[src/rtl/fabric_defines.svh]
`ifndef FABRIC_DEFINES_SVH
`define FABRIC_DEFINES_SVH

// ##################################################
// Fabric dimensions
// ##################################################
`define FABRIC_NUM_CLB   4
`define FABRIC_NUM_PINS  8
`define FABRIC_ADDR_W    8

// ##################################################
// Power-up configuration of every block
// ##################################################
// Table 0x0116, TABLE4, F steering 000, G steering 111, D on both DQ muxes
`define FABRIC_CFG0_RST  32'h0004_58E0
// Set/reset constant 0, enable on K, X = F, Y = Q, all sources constant 0
`define FABRIC_CFG1_RST  32'h2A0C_CCCC

`endif

[src/rtl/fabric_pkg.sv]
`default_nettype none

`include "fabric_defines.svh"

package fabric_pkg;

   typedef logic [15:0]                     truth_table_t;
   typedef logic [3:0]                      src_sel_t;
   typedef logic [1:0]                      mux_sel_t;
   typedef logic [`FABRIC_NUM_PINS-1:0]     pin_vec_t;
   typedef logic [`FABRIC_NUM_CLB-1:0]      clb_vec_t;
   typedef logic [`FABRIC_ADDR_W-1:0]       apb_addr_t;
   typedef logic [31:0]                     apb_data_t;

   typedef enum logic [1:0]
   {
      TABLE4 = 2'd0,
      SPLIT3 = 2'd1,
      BMUX   = 2'd2
   } comb_mode_t;

   // APB word 0, bits [25:0]
   typedef struct packed
   {
      truth_table_t truth_table;
      comb_mode_t   comb_mode;
      logic [2:0]   steer_g;
      logic [2:0]   steer_f;
      logic         dq_sel_g;
      logic         dq_sel_f;
   } clb_logic_cfg_t;

   // APB word 1, bits [29:0]
   typedef struct packed
   {
      mux_sel_t set_sel;
      mux_sel_t enable_sel;
      mux_sel_t reset_sel;
      mux_sel_t x_sel;
      mux_sel_t y_sel;
      src_sel_t src_a;
      src_sel_t src_b;
      src_sel_t src_c;
      src_sel_t src_d;
      src_sel_t src_k;
   } clb_route_cfg_t;

   typedef struct packed
   {
      logic a;
      logic b;
      logic c;
      logic d;
      logic k;
   } clb_pins_t;

   typedef clb_logic_cfg_t [`FABRIC_NUM_CLB-1:0] clb_logic_cfg_arr_t;
   typedef clb_route_cfg_t [`FABRIC_NUM_CLB-1:0] clb_route_cfg_arr_t;
   typedef clb_pins_t      [`FABRIC_NUM_CLB-1:0] clb_pins_arr_t;

endpackage

`default_nettype wire

[src/rtl/clb_cell.sv]
`timescale 1ns/1ps
`default_nettype none

module clb_cell
(
   input  logic                       KLK,
   input  logic                       arst_n,
   input  fabric_pkg::clb_pins_t      pins,
   input  fabric_pkg::clb_logic_cfg_t logic_cfg,
   input  fabric_pkg::clb_route_cfg_t route_cfg,
   output logic                       q,
   output logic                       x,
   output logic                       y
);
   import fabric_pkg::*;

   logic       dq1;
   logic       dq2;
   logic [3:0] idx_f;
   logic [3:0] idx_g;
   logic       f;
   logic       g;
   logic       sr_set;
   logic       sr_clr;
   logic       clk_en;

   // Select 00 takes in0, 01 takes in1, anything else in2
   function automatic logic mux3
   (
      input mux_sel_t sel,
      input logic     in0,
      input logic     in1,
      input logic     in2
   );
      logic val;
      case (sel)
         2'b00:   val = in0;
         2'b01:   val = in1;
         default: val = in2;
      endcase
      return val;
   endfunction

   // ##################################################
   // Truth table
   // ##################################################
   assign dq1 = logic_cfg.dq_sel_f ? q : pins.d;
   assign dq2 = logic_cfg.dq_sel_g ? q : pins.d;

   always_comb
   begin
      case (logic_cfg.comb_mode)
         TABLE4:
         begin
            idx_f = {pins.a, pins.b, pins.c, dq1};
            idx_g = idx_f;
         end
         SPLIT3:
         begin
            // Lower half drives F, upper half drives G
            idx_f = {1'b0,
                     logic_cfg.steer_f[0] ? pins.b : pins.a,
                     logic_cfg.steer_f[1] ? pins.c : pins.b,
                     logic_cfg.steer_f[2] ? dq1    : pins.c};
            idx_g = {1'b1,
                     logic_cfg.steer_g[0] ? pins.b : pins.a,
                     logic_cfg.steer_g[1] ? pins.c : pins.b,
                     logic_cfg.steer_g[2] ? dq2    : pins.c};
         end
         default:
         begin
            // B picks the half, and with it DQ1 or DQ2
            idx_f = pins.b ? {1'b1, pins.a, pins.c, dq2} : {1'b0, pins.a, pins.c, dq1};
            idx_g = idx_f;
         end
      endcase
   end

   assign f = logic_cfg.truth_table[idx_f];
   assign g = logic_cfg.truth_table[idx_g];

   // ##################################################
   // Storage element and output selectors
   // ##################################################
   assign sr_set = mux3(route_cfg.set_sel,    pins.a, f,      1'b0);
   assign sr_clr = mux3(route_cfg.reset_sel,  pins.d, g,      1'b0);
   assign clk_en = mux3(route_cfg.enable_sel, g,      pins.c, pins.k);

   assign x = mux3(route_cfg.x_sel, f, g, q);
   assign y = mux3(route_cfg.y_sel, q, g, f);

   always_ff @(posedge KLK or negedge arst_n)
   begin
      if (!arst_n)
         q <= 1'b0;
      else if (clk_en)
      begin
         // Reset wins over set
         if (sr_clr)
            q <= 1'b0;
         else if (sr_set)
            q <= 1'b1;
         else
            q <= f;
      end
   end

endmodule

`default_nettype wire

[src/rtl/clb_routing.sv]
`timescale 1ns/1ps
`default_nettype none

`include "fabric_defines.svh"

module clb_routing
(
   input  fabric_pkg::pin_vec_t           pins_in,
   input  fabric_pkg::clb_vec_t           q_in,
   input  fabric_pkg::clb_route_cfg_arr_t route_cfg,
   output fabric_pkg::clb_pins_arr_t      clb_pins
);
   import fabric_pkg::*;

   // 0..7 pins, 8..11 block Q, 13 constant 1, everything else 0
   function automatic logic pick_src
   (
      input src_sel_t sel,
      input pin_vec_t pins,
      input clb_vec_t q
   );
      logic val;
      if (!sel[3])
         val = pins[sel[2:0]];
      else if (sel[2] == 1'b0)
         val = q[sel[1:0]];
      else if (sel == 4'd13)
         val = 1'b1;
      else
         val = 1'b0;
      return val;
   endfunction

   always_comb
   begin
      for (int i = 0; i < `FABRIC_NUM_CLB; i++)
      begin
         clb_pins[i].a = pick_src(route_cfg[i].src_a, pins_in, q_in);
         clb_pins[i].b = pick_src(route_cfg[i].src_b, pins_in, q_in);
         clb_pins[i].c = pick_src(route_cfg[i].src_c, pins_in, q_in);
         clb_pins[i].d = pick_src(route_cfg[i].src_d, pins_in, q_in);
         clb_pins[i].k = pick_src(route_cfg[i].src_k, pins_in, q_in);
      end
   end

endmodule

`default_nettype wire

[src/rtl/fabric_config_apb.sv]
`timescale 1ns/1ps
`default_nettype none

`include "fabric_defines.svh"

module fabric_config_apb
(
   input  logic                           KLK,
   input  logic                           arst_n,
   input  logic                           psel,
   input  logic                           penable,
   input  logic                           pwrite,
   input  fabric_pkg::apb_addr_t          paddr,
   input  fabric_pkg::apb_data_t          pwdata,
   output fabric_pkg::apb_data_t          prdata,
   output logic                           pready,
   output logic                           pslverr,
   output fabric_pkg::clb_logic_cfg_arr_t logic_cfg,
   output fabric_pkg::clb_route_cfg_arr_t route_cfg
);
   import fabric_pkg::*;

   localparam int        CLB_IDX_W = $clog2(`FABRIC_NUM_CLB);
   localparam int        LOGIC_W   = $bits(clb_logic_cfg_t);
   localparam int        ROUTE_W   = $bits(clb_route_cfg_t);
   localparam apb_addr_t MAP_END   = apb_addr_t'(8 * `FABRIC_NUM_CLB);
   localparam apb_data_t CFG0_RST  = `FABRIC_CFG0_RST;
   localparam apb_data_t CFG1_RST  = `FABRIC_CFG1_RST;

   logic                 setup;
   logic                 wr_en;
   logic                 hit;
   logic [CLB_IDX_W-1:0] blk;
   apb_data_t            rd_data;

   // Two words per block, eight bytes apart
   assign hit   = (paddr[1:0] == 2'b00) && (paddr < MAP_END);
   assign blk   = paddr[3 +: CLB_IDX_W];
   assign setup = psel && !penable;
   assign wr_en = psel && penable && pwrite && hit;

   assign pready = 1'b1;

   // ##################################################
   // Configuration registers
   // ##################################################
   always_ff @(posedge KLK or negedge arst_n)
   begin
      if (!arst_n)
      begin
         for (int i = 0; i < `FABRIC_NUM_CLB; i++)
         begin
            logic_cfg[i] <= CFG0_RST[LOGIC_W-1:0];
            route_cfg[i] <= CFG1_RST[ROUTE_W-1:0];
         end
      end
      else if (wr_en)
      begin
         if (paddr[2])
            route_cfg[blk] <= pwdata[ROUTE_W-1:0];
         else
            logic_cfg[blk] <= pwdata[LOGIC_W-1:0];
      end
   end

   // ##################################################
   // Read path
   // ##################################################
   always_comb
   begin
      rd_data = '0;
      if (hit)
      begin
         if (paddr[2])
            rd_data[ROUTE_W-1:0] = route_cfg[blk];
         else
            rd_data[LOGIC_W-1:0] = logic_cfg[blk];
      end
   end

   // Captured in setup so data and error are valid through the access phase
   always_ff @(posedge KLK or negedge arst_n)
   begin
      if (!arst_n)
      begin
         prdata  <= '0;
         pslverr <= 1'b0;
      end
      else if (setup)
      begin
         prdata  <= pwrite ? '0 : rd_data;
         pslverr <= !hit;
      end
      else
      begin
         prdata  <= '0;
         pslverr <= 1'b0;
      end
   end

endmodule

`default_nettype wire

[src/rtl/logic_fabric_top.sv]
`timescale 1ns/1ps
`default_nettype none

`include "fabric_defines.svh"

module logic_fabric_top
(
   input  logic                  KLK,
   input  logic                  arst_n,
   input  logic                  psel,
   input  logic                  penable,
   input  logic                  pwrite,
   input  fabric_pkg::apb_addr_t paddr,
   input  fabric_pkg::apb_data_t pwdata,
   output fabric_pkg::apb_data_t prdata,
   output logic                  pready,
   output logic                  pslverr,
   input  fabric_pkg::pin_vec_t  pins_in,
   output fabric_pkg::clb_vec_t  fabric_x,
   output fabric_pkg::clb_vec_t  fabric_y
);
   import fabric_pkg::*;

   clb_logic_cfg_arr_t logic_cfg;
   clb_route_cfg_arr_t route_cfg;
   clb_pins_arr_t      clb_pins;
   clb_vec_t           q_vec;

   fabric_config_apb u_cfg
   (
      .KLK       (KLK),
      .arst_n    (arst_n),
      .psel      (psel),
      .penable   (penable),
      .pwrite    (pwrite),
      .paddr     (paddr),
      .pwdata    (pwdata),
      .prdata    (prdata),
      .pready    (pready),
      .pslverr   (pslverr),
      .logic_cfg (logic_cfg),
      .route_cfg (route_cfg)
   );

   // Only registered Q feeds back into the routing
   clb_routing u_route
   (
      .pins_in   (pins_in),
      .q_in      (q_vec),
      .route_cfg (route_cfg),
      .clb_pins  (clb_pins)
   );

   for (genvar i = 0; i < `FABRIC_NUM_CLB; i++)
   begin : g_clb
      clb_cell u_clb
      (
         .KLK       (KLK),
         .arst_n    (arst_n),
         .pins      (clb_pins[i]),
         .logic_cfg (logic_cfg[i]),
         .route_cfg (route_cfg[i]),
         .q         (q_vec[i]),
         .x         (fabric_x[i]),
         .y         (fabric_y[i])
      );
   end

endmodule

`default_nettype wire

[config.mk]
export PLATFORM = sky130hd
export DESIGN_NAME = logic_fabric_top
export DESIGN_NICKNAME = d
export VERILOG_FILES = /design/src/rtl/fabric_pkg.sv /design/src/rtl/clb_cell.sv /design/src/rtl/clb_routing.sv /design/src/rtl/fabric_config_apb.sv /design/src/rtl/logic_fabric_top.sv
export VERILOG_INCLUDE_DIRS = /design/src /design/src/rtl
export SDC_FILE = /design/constraint.sdc
export NUM_CORES = 1
export LEC_CHECK = 0
export BUFFER_PORTS_ARGS = -buffer_cell sky130_fd_sc_hd__buf_2
export CORE_MARGIN = 2
export CORE_UTILIZATION = 30
export CTS_CLUSTER_DIAMETER = 150
export DETAILED_ROUTE_END_ITERATION = 12
export PLACE_DENSITY = 0.43
export SLEW_MARGIN = 10
export SYNTH_ARGS = -nofsm -noshare
export SYNTH_HDL_FRONTEND = slang
export SYNTH_SLANG_ARGS = --single-unit
[constraint.sdc]
create_clock -name KLK -period 4.7 [get_ports KLK]
set_input_delay 0.94 -clock KLK [delete_from_list [all_inputs] [get_ports KLK]]
set_output_delay 0.94 -clock KLK [all_outputs]
set_load 0.01 [all_outputs]
### Word-level counts from Yosys, hierarchy flattened

Cells that the tools add are included.

* $lt $le $gt $ge: 51
* eq/ne operators: 44
* mux-type cells: 244
* bitwise operators: 1
* reduce and logical (&&, ||, !) cells: 35

Operators with widths (count)
* $mux 1: 149
* $bwmux 120: 1
* $mux 30: 4
* $bwmux 104: 1
* $eq 4x4->1 const B: 20
* $lt 3x4->1 const B: 20
* $mux 26: 3
* $pmux 4 s2: 8
* $lt 2x3->1 const B: 21
* $bmux 1 s3: 20
* $bmux 30 s2: 1
* $demux 30 s2: 1
* $bmux 26 s2: 1
* $demux 26 s2: 1
* $logic_not 2->1: 25
* $eq 2x1->1 const B: 24
* $bmux 1 s2: 20
* $lt 4x5->1 const B: 8
* $pmux 1 s2: 20
* $bmux 1 s4: 8
* $mux 32: 1
* $mux 4: 5
* $lt 8x6->1 const B: 1
* $logic_and 1x1->1: 6
* 4 further kinds: 6

* flip-flop bits (word level): 261
* bits of input ports: 53
* output and inout port bits: 42

### Longest topological paths before layout

Gate-level depths: netlist (run 1).

* depth after elaboration: 12
* mapped depth: 13
* depth with buffers taken out: 10

### By module

A second synthesis (run 1) with hierarchy kept.

* cell total of the unflattened synthesis: 1402
* area total of the unflattened synthesis: 17110.2 µm²

Modules (own cells, without submodules)
* fabric_config_apb: times used 1, cells each 748, area each 11482.3 µm², seq. area each 6481.2 µm²
* clb_cell: times used 4, cells each 98, area each 827.0 µm², seq. area each 25.0 µm²
* clb_routing: times used 1, cells each 262, area each 2319.7 µm², seq. area each 0.0 µm²

### Worst setup path before layout (run 1)

No wires, ideal clock.

* kind: input to output
* start point: input pins_in[3]
* end point: output fabric_x[1]
* arrival: 3589 ps
* required time: 3760 ps
* path slack: 171 ps
* stages: 12
* path through: buf_2 > mux4_2 > o22a_1 > o21ai_2 > mux2i_2 > mux2i_4 > or2_4 > a211oi_1 > or4_4 > a21oi_1 > o31a_1 > buf_4

* longest elaborated chain between the ends: 9
* elaborated cells between the ends (all ways): 28
* classes of those cells: mux (28)

Ends and longest elaborated chain
* start: declaration: line logic_fabric_top.sv:18 `input fabric_pkg::pin_vec_t pins_in,`
* $bmux 1 s3: line clb_routing.sv:24 `val = pins[sel[2:0]];`
* $mux 1 (not written as such): line clb_routing.sv:24
* $mux 1: line clb_routing.sv:23 `if (!sel[3])`
* $mux 1, on equally long branches: line clb_cell.sv:47, clb_cell.sv:48
* $mux 4 (tied with other cells): line clb_cell.sv:73 `idx_f = pins.b ? {1'b1, pins.a, pins.c, dq2} : {1'b0, pins.a, pins.c, dq1};`
* $pmux 4 s2: line clb_cell.sv:52 `case (logic_cfg.comb_mode)`
* $bmux 1 s4, on equally long branches: line clb_cell.sv:80, clb_cell.sv:79
* $mux 1, on equally long branches: line clb_cell.sv:80, clb_cell.sv:79
* $pmux 1 s2 *: line clb_cell.sv:36 `case (sel)`
* end: declaration: line logic_fabric_top.sv:19 `output fabric_pkg::clb_vec_t fabric_x,`

Mark *: on every way between the ends. The rest lies on a longest branch, timed or not. The select of a mux whose other input is x is not followed.

### Worst setup path in the final report (run 1)

* start point: register g_clb[0].u_clb.q
* end point: output fabric_x[0]

* longest elaborated chain between the ends: 10
* elaborated cells between the ends (all ways): 32
* classes of those cells: mux (32)

Ends and longest elaborated chain
* start: declaration: line clb_cell.sv:11 `output logic q,`
* start signal: assignment: line clb_cell.sv:95 `q <= 1'b0;`
* start signal: assignment: line clb_cell.sv:100 `q <= 1'b0;`
* start signal: assignment: line clb_cell.sv:102 `q <= 1'b1;`
* $bmux 1 s2: line clb_routing.sv:26 `val = q[sel[1:0]];`
* $mux 1 (not written as such): line clb_routing.sv:26
* $mux 1: line clb_routing.sv:25 `else if (sel[2] == 1'b0)`
* $mux 1: line clb_routing.sv:23
* $mux 1, on equally long branches: line clb_cell.sv:47, clb_cell.sv:48
* $mux 4 (tied with other cells): line clb_cell.sv:73
* $pmux 4 s2: line clb_cell.sv:52
* $bmux 1 s4, on equally long branches: line clb_cell.sv:80, clb_cell.sv:79
* $mux 1, on equally long branches: line clb_cell.sv:80, clb_cell.sv:79
* $pmux 1 s2 *: line clb_cell.sv:36

Marked as above.

==> flow_metrics.py, run 1 <==
metrics = {
    "status": {
        "status": "finished with violations",
        "violations": "setup timing",
    },
    "worst_setup_path": {
        "slowest_delay_ns": 0.48,
        "crit_path_end": "fabric_x[0]",
        "worst-r2r-cell-count": 23,
        "cp_common_cell": "mux2_4",
        "crit_path_max_fanout": 5,
        "startpoint_type": "register",
        "cp_data_required_time_ns": 3.76,
        "end_kind": "output port",
        "crit_chain": "buf_6, or3b_1, a21oi_4, mux2_4, nand4_4, mux2_4, o21a_4, o211a_1, nor4b_2, buf_4, o21bai_1, a31oi_1, buf_2",
        "crit_type": "register to output port",
        "rrSetupSlack_ns": 0.16,
        "cp_top_family": "compound AO/OA/AOI/OAI gates",
        "reg2reg_to": "g_clb[1].u_clb.q$_DFFE_PN0P_",
        "cp.depth": 13,
        "crit_buf_inv": 3,
        "rr_startpoint": "g_clb[0].u_clb.q$_DFFE_PN0P_",
        "critPathArrivalTime_ns": 3.92,
        "startpoint": "g_clb[0].u_clb.q$_DFFE_PN0P_",
        "crit_slowest_cell": "dfrtp_2",
    },
    "clocking": {
        "clk_pin_slew_ns": 0.05,
        "max-clock-path-buffers": 3,
        "root_buffer": "clkbuf_16",
        "numCtsBuffers": 35,
        "cts.sinks": 259,
        "clkLatencyLatePin_ns": 0.56,
        "htreeDepth": 2,
        "cts_tree": "yes",
    },
    "job": {
        "cap_violations": 0,
    },
    "yosys": {
        "syn_area_um2": 16990,
        "synth-edff-count": 0,
        "async_flop_share": 1.000,
        "syn_inst": 1495,
        "avgSynthCellArea_um2": 11.36,
        "muxShareOfSynthArea": 0.3127,
        "synth_simple_gate_area_frac": 0.1172,
        "ys_warn_count": 0,
        "synth_top_family_by_area": "multiplexers",
        "ys_ff_latch": 259,
        "synth_top_cells_by_area": "dfrtp_1 (26%), mux2_2 (15%), dfstp_2 (12%)",
        "synth-compound-area-share": 0.1440,
        "synth_adder_area_share": 0,
        "netlist-cell-type-count": 115,
        "synth_flop_cell": "dfrtp_1",
        "ys_seq_area_frac": 0.3874,
        "synth-xor-area-share": 0,
        "synth_area_leader_cell": "dfrtp_1",
        "synth_top_area_share": 0.2637,
    },
    "detailed_routing": {
        "num_vias": 14160,
        "drc": 0,
        "vias_per_cell": 5.614,
        "drtIter0Drc": 1150,
        "finalWirelength_mm": 68.10,
        "wire_per_inst_um": 27.00,
        "drt-pass1-iter-count": 5,
        "antenna_left": 0,
    },
    "final_layout": {
        "utilization": 0.3835,
        "drive_gt1_frac": 0.5193,
        "nets": 1790,
        "final_cell_area_um2": 21540,
        "area_growth_syn_to_layout_pct": 26.82,
        "fin_cells": 2522,
        "fillCellCount": 5578,
    },
    "global_route": {
        "overflow": 0,
        "grt_pass1_wl_mm": 99.83,
        "first_global_vias": 14200,
        "grt_max_degree": 110,
        "grt_usage": 0.2309,
        "antenna_found_initial": 2,
    },
    "pwr": {
        "p_leak_nw": 9.054,
        "ir_drop_mv": 0.2518,
        "power_density_nw_per_um2": 292.1,
        "p_total_mw": 6.294,
    },
    "timing": {
        "slew_headroom": 0.3775,
        "rsz0062_at_grt": "true",
        "skew_ns": 0.03177,
        "finalHoldViolCount": 0,
        "fin_crit_ns": 4.861,
        "period_share": 1.034,
        "tightest_slew_ns": 0.9337,
        "setup_slack_ns": -0.1614,
        "drv_slew": 0,
        "timing.fmax_mhz": 205.7,
        "finalSetupViolCount": 8,
        "hold_ws_ns": 0.4960,
        "tns_ns": -0.8460,
    },
    "placed_design": {
        "post-dp-hpwl_mm": 51.11,
        "post-place-ws_ns": -0.4692,
        "io_buffers": 89,
        "place_inst": 2419,
        "placed_area_um2": 19360,
        "gp_congestion": 0.9146,
    },
    "floorplan": {
        "num_rows": 87,
        "initial_utilization": 0.3024,
        "die_width_um": 242.0,
        "die_h_um": 242.0,
        "coreArea_um2": 56170,
        "io_pins": 95,
        "fp.dieArea_um2": 58540,
    },
    "worst_hold_path": {
        "hold_class": "input port to async pin",
    },
}
[cell usage in the layout (no fill, tap or decap), drive strengths merged, types with 7 or more instances in the layout]
cell / instances
o31a: 7
nand2: 107
nor3b: 12
and3: 9
buf: 303
o31ai: 11
dfrtp: 179
clkbuf: 54
nor2b: 9
dfstp: 80
o21a: 12
mux4: 89
a21oi: 71
o32ai: 10
and2: 7
a211oi: 17
a22oi: 7
or3: 8
nand3b: 15
nand2b: 29
mux2: 233
or2: 17
a211o: 8
nor4: 12
o21ai: 66
nor2: 70
inv: 49
mux2i: 64
or3b: 11
o211ai: 20
a21o: 7
nand3: 13
o22ai: 15
nor3: 20
[report_power, final]
| group | internal (mW) | total [mW] | switching [mW] |
|---|---|---|---|
| Sequential | 2.28 | 2.36 | 0.0768 |
| Clock | 1.73 | 2.80 | 1.07 |
| Combinational | 0.501 | 1.14 | 0.638 |
[worst min-delay path by stage]
stage                                            endpoint                            start  slack [ns]
after floorplan           u_cfg.logic_cfg[30]$_DFFE_PN0P_  u_cfg.logic_cfg[30]$_DFFE_PN0P_        0.49
after global placement    u_cfg.route_cfg[23]$_DFFE_PN0P_  u_cfg.route_cfg[23]$_DFFE_PN0P_        0.51
after detailed placement  u_cfg.logic_cfg[16]$_DFFE_PN0P_  u_cfg.logic_cfg[16]$_DFFE_PN0P_        0.53
after CTS                 u_cfg.logic_cfg[47]$_DFFE_PN0P_                           arst_n        0.51
after global routing           u_cfg.prdata[19]$_DFF_PN0_                           arst_n        0.56
final                          u_cfg.prdata[16]$_DFF_PN0_                           arst_n        0.50
[worst reg2reg max path: stages (launching register included)]
cell and delay (ns):
dfrtp_2 0.48, buf_6 0.17, buf_6 0.11, or3b_4 0.38
a21oi_4 0.15, o21ai_4 0.09, buf_6 0.16, mux2_4 0.31
mux2_4 0.32, o2111ai_4 0.21, mux2i_2 0.14, buf_4 0.15
buf_4 0.12, buf_4 0.12, buf_4 0.13, buf_4 0.12
buf_4 0.12, buf_4 0.12, buf_4 0.13, buf_4 0.12
o41ai_2 0.27, buf_4 0.19, o21ai_2 0.06, a31o_1 0.25
[final cells by class]
type | count | area (um2) | area share
sequential | 259 | 6595 | 0.3061
clock buffer | 54 | 1099 | 0.05099
multi-input combinational | 1091 | 10290 | 0.4778
antenna | 2 | 5.005 | 0.0002323
inverter | 47 | 176.4 | 0.008189
tap | 756 | 945.9 | 0.04391
clock inverter | 10 | 128.9 | 0.005982
timing repair buffer | 303 | 2300 | 0.1067
[layer usage]
layer / GRT usage / part of all wire
met1: 0.3163 / 0.45
met2: 0.3853 / 0.48
met3: 0.02659 / 0.047
met4: 0.06554 / 0.028
met5: 0 / 0
[state kept, by name (all words and copies together), names as in the netlist]
register and cells:
u_cfg.route_cfg 120, u_cfg.pslverr 1, u_cfg.logic_cfg 104, u_cfg.prdata 30, g_clb.u_clb.q 4
[cells in the mapped netlist, types with 9 or more instances]
| library cell | n |
|---|---|
| a211oi_1 | 14 |
| a21oi_1 | 68 |
| and3_1 | 9 |
| buf_2 | 18 |
| buf_4 | 14 |
| clkbuf_1 | 54 |
| dfrtp_1 | 179 |
| dfstp_2 | 80 |
| inv_1 | 46 |
| mux2_2 | 231 |
| mux2i_1 | 61 |
| mux4_2 | 86 |
| nand2_1 | 107 |
| nand2b_1 | 29 |
| nand3_1 | 13 |
| nand3b_1 | 15 |
| nor2_1 | 68 |
| nor3_1 | 18 |
| nor3b_1 | 12 |
| nor4_1 | 9 |
| o211ai_1 | 20 |
| o21a_1 | 10 |
| o21ai_0 | 62 |
| o22ai_1 | 14 |
| o31ai_1 | 11 |
| o32ai_1 | 10 |
| or2_2 | 14 |
[cells by family after synthesis]
family | count (synthesis)
AO/OA/AOI/OAI | 336
multiplexers | 386
AND/OR/NAND/NOR | 366
buffers and inverters | 146
other | 2
flip-flops | 259
[repair_timing]
| action | CTS | global route |
|---|---|---|
| gates resized for setup | 117 | 58 |
| hold buffers | 0 | 0 |
| hold endpoints to repair | 0 | 0 |
| setup buffers | 35 | 7 |
| pin swaps | 46 | 27 |
| setup endpoints to repair | 8 | 9 |
Note: power is estimated with default switching activity, not from simulation.
==> run 2, diff against run 1 <==
Settings changed: TNS_END_PERCENT from default to 1.
==> run 2 against run 1 <==
Compared with the run above: the run still ends with setup timing left; clock power hardly changed; hold slack got worse by 0.0032 ns; die area is the same; count of clock-buffer cells in the layout did not move; combinational power down 4%; routed wire length shrank 0.46%; cell count shrank 0.40%; non-clock buffer count fell by 9; via count decreased by 0.54%; fmax fell by 0.24%; power is 0.61% lower; setup slack worse by 0.012 ns; largest cell class unchanged.
==> flow_metrics.py, run 2 (synthesis gave the netlist of run 1 again) <==
metrics = {
    "worst_setup_path": {
        "crit_path_max_fanout": 10,
        "cp_top_family": "multiplexers",
        "crit_slowest_cell": "mux4_2",
        "cp_common_cell": "buf_4",
        "cp_data_required_time_ns": 3.76,
        "slowest_delay_ns": 0.47,
        "crit_type": "input port to output port",
        "end_kind": "output port",
        "critPathArrivalTime_ns": 3.93,
        "startpoint_type": "input port",
        "crit_chain": "buf_4, mux4_2, o22a_1, o21ai_4, mux2i_2, mux2i_4, buf_6, nor3_4, nor4b_2, buf_4, nor3_2, buf_4, nor2b_1, o31a_1, buf_2",
        "rr_startpoint": "g_clb[0].u_clb.q$_DFFE_PN0P_",
        "startpoint": "pins_in[1]",
        "crit_buf_inv": 5,
    },
    "placed_design": {
        "gp_congestion": 0.9146,
        "post-place-ws_ns": -0.4692,
        "io_buffers": 89,
        "post-dp-hpwl_mm": 51.11,
    },
    "global_route": {
        "overflow": 0,
        "grt_max_degree": 110,
        "grt_usage": 0.2307,
        "antenna_found_initial": 2,
        "grt_pass1_wl_mm": 99.75,
        "first_global_vias": 14160,
    },
    "clocking": {
        "numCtsBuffers": 35,
        "cts_tree": "yes",
        "hold_buffers": 0,
        "htreeDepth": 2,
        "max-clock-path-buffers": 3,
        "root_buffer": "clkbuf_16",
        "clkLatencyLatePin_ns": 0.57,
        "cts.sinks": 259,
        "clk_pin_slew_ns": 0.05,
    },
    "timing": {
        "skew_ns": 0.03387,
        "setup_slack_ns": -0.1732,
        "timing.fmax_mhz": 205.2,
        "finalHoldViolCount": 0,
        "finalSetupViolCount": 9,
        "tightest_slew_ns": 0.9320,
        "drv_slew": 0,
        "fin_crit_ns": 4.873,
        "period_share": 1.037,
        "rsz0062_at_grt": "true",
        "hold_ws_ns": 0.4927,
        "slew_headroom": 0.3787,
    },
    "pwr": {
        "ir_drop_mv": 0.2529,
        "p_leak_nw": 8.968,
        "power_density_nw_per_um2": 294.4,
    },
    "detailed_routing": {
        "num_vias": 14080,
        "wire_per_inst_um": 26.98,
        "drt-pass1-iter-count": 5,
        "drc": 0,
        "drtIter0Drc": 1095,
        "vias_per_cell": 5.606,
        "finalWirelength_mm": 67.78,
        "antenna_left": 0,
    },
    "floorplan": {
        "coreArea_um2": 56170,
        "io_pins": 95,
        "die_width_um": 242.0,
        "num_rows": 87,
        "fp.dieArea_um2": 58540,
        "die_h_um": 242.0,
        "initial_utilization": 0.3024,
    },
    "final_layout": {
        "area_growth_syn_to_layout_pct": 25.09,
        "nets": 1781,
        "reg.largest.list": "u_cfg.route_cfg (120), u_cfg.logic_cfg (104), u_cfg.prdata (30)",
        "drive_gt1_frac": 0.4991,
        "final_common_cell": "mux2_2",
        "largest_reg_flops": 120,
        "regMostFlops": "u_cfg.route_cfg",
        "final_cell_mix": "mux2_2 (227), buf_4 (190), dfrtp_1 (171), nand2_1 (105), mux4_2 (87)",
    },
    "job": {
        "cap_violations": 0,
    },
    "status": {
        "status": "finished with violations",
        "violations": "setup timing",
    },
    "worst_hold_path": {
        "hold_class": "input port to async pin",
    },
}
==> run 2: cell count changes in the layout (fill, tap and decap cells not counted), sizes merged <==
cell and change:
diode -1, buf -9
==> run 2: through the flow <==
| step | TNS, ns | power, mW | util | cell area, um2 | cells |
|---|---|---|---|---|---|
| after floorplan | 0 | 2.903 | - | 16990 | 1496 |
| after global placement | -2.957 | 3.402 | 0.3446 | 19360 | 2419 |
| after detailed placement | -3.087 | 3.410 | 0.3446 | 19360 | 2419 |
| after CTS | -1.189 | 6.322 | 0.3768 | 21170 | 2509 |
| after global routing | -2.299 | 6.486 | 0.3783 | 21250 | 2511 |
| final | -1.078 | 6.255 | 0.3783 | 21250 | 2512 |
==> run 2: timing repair <==
action	CTS	global route
pin swaps	40	10
setup buffers	26	2
resized for setup	97	20
setup endpoints to repair	8	9
endpoints found under the hold margin	0	0
==> run 2: final cells by class <==
type	count	area, um2
antenna	1	2.502
clock buffer	54	1099
clock inverter	10	128.9
fill	5602	34920
inverter	47	176.4
multi-input combinational	1091	10120
sequential	259	6591
tap	756	945.9
timing repair buffer	294	2190
==> run 2: path summary, 6_finish.rpt <==
kind	end	slack (ns)	cells past startpoint
worst max-delay path	fabric_x[1]	-0.17	15
worst min-delay path	u_cfg.prdata[16]$_DFF_PN0_	0.49	1
worst max register to register	g_clb[1].u_clb.q$_DFFE_PN0P_	-0.06	26
worst min register to register	u_cfg.logic_cfg[16]$_DFFE_PN0P_	0.54	1
max in group asynchronous	u_cfg.route_cfg[89]$_DFFE_PN1P_	3.22	2
min in group KLK	u_cfg.logic_cfg[16]$_DFFE_PN0P_	0.54	1
==> run 2: routing by layer <==
layer,vias up,GRT usage,routed length (um)
met5,-,0,0
li1,6187,-,-
met3,81,0.02637,3314
met4,0,0.06354,1802
met1,7412,0.3169,30200
met2,402,0.3851,32470
==> run 2: power by group <==
part / internal (mW) / switching (mW)
logic: 0.479 / 0.621
registers: 2.28 / 0.0767
clock network: 1.73 / 1.07
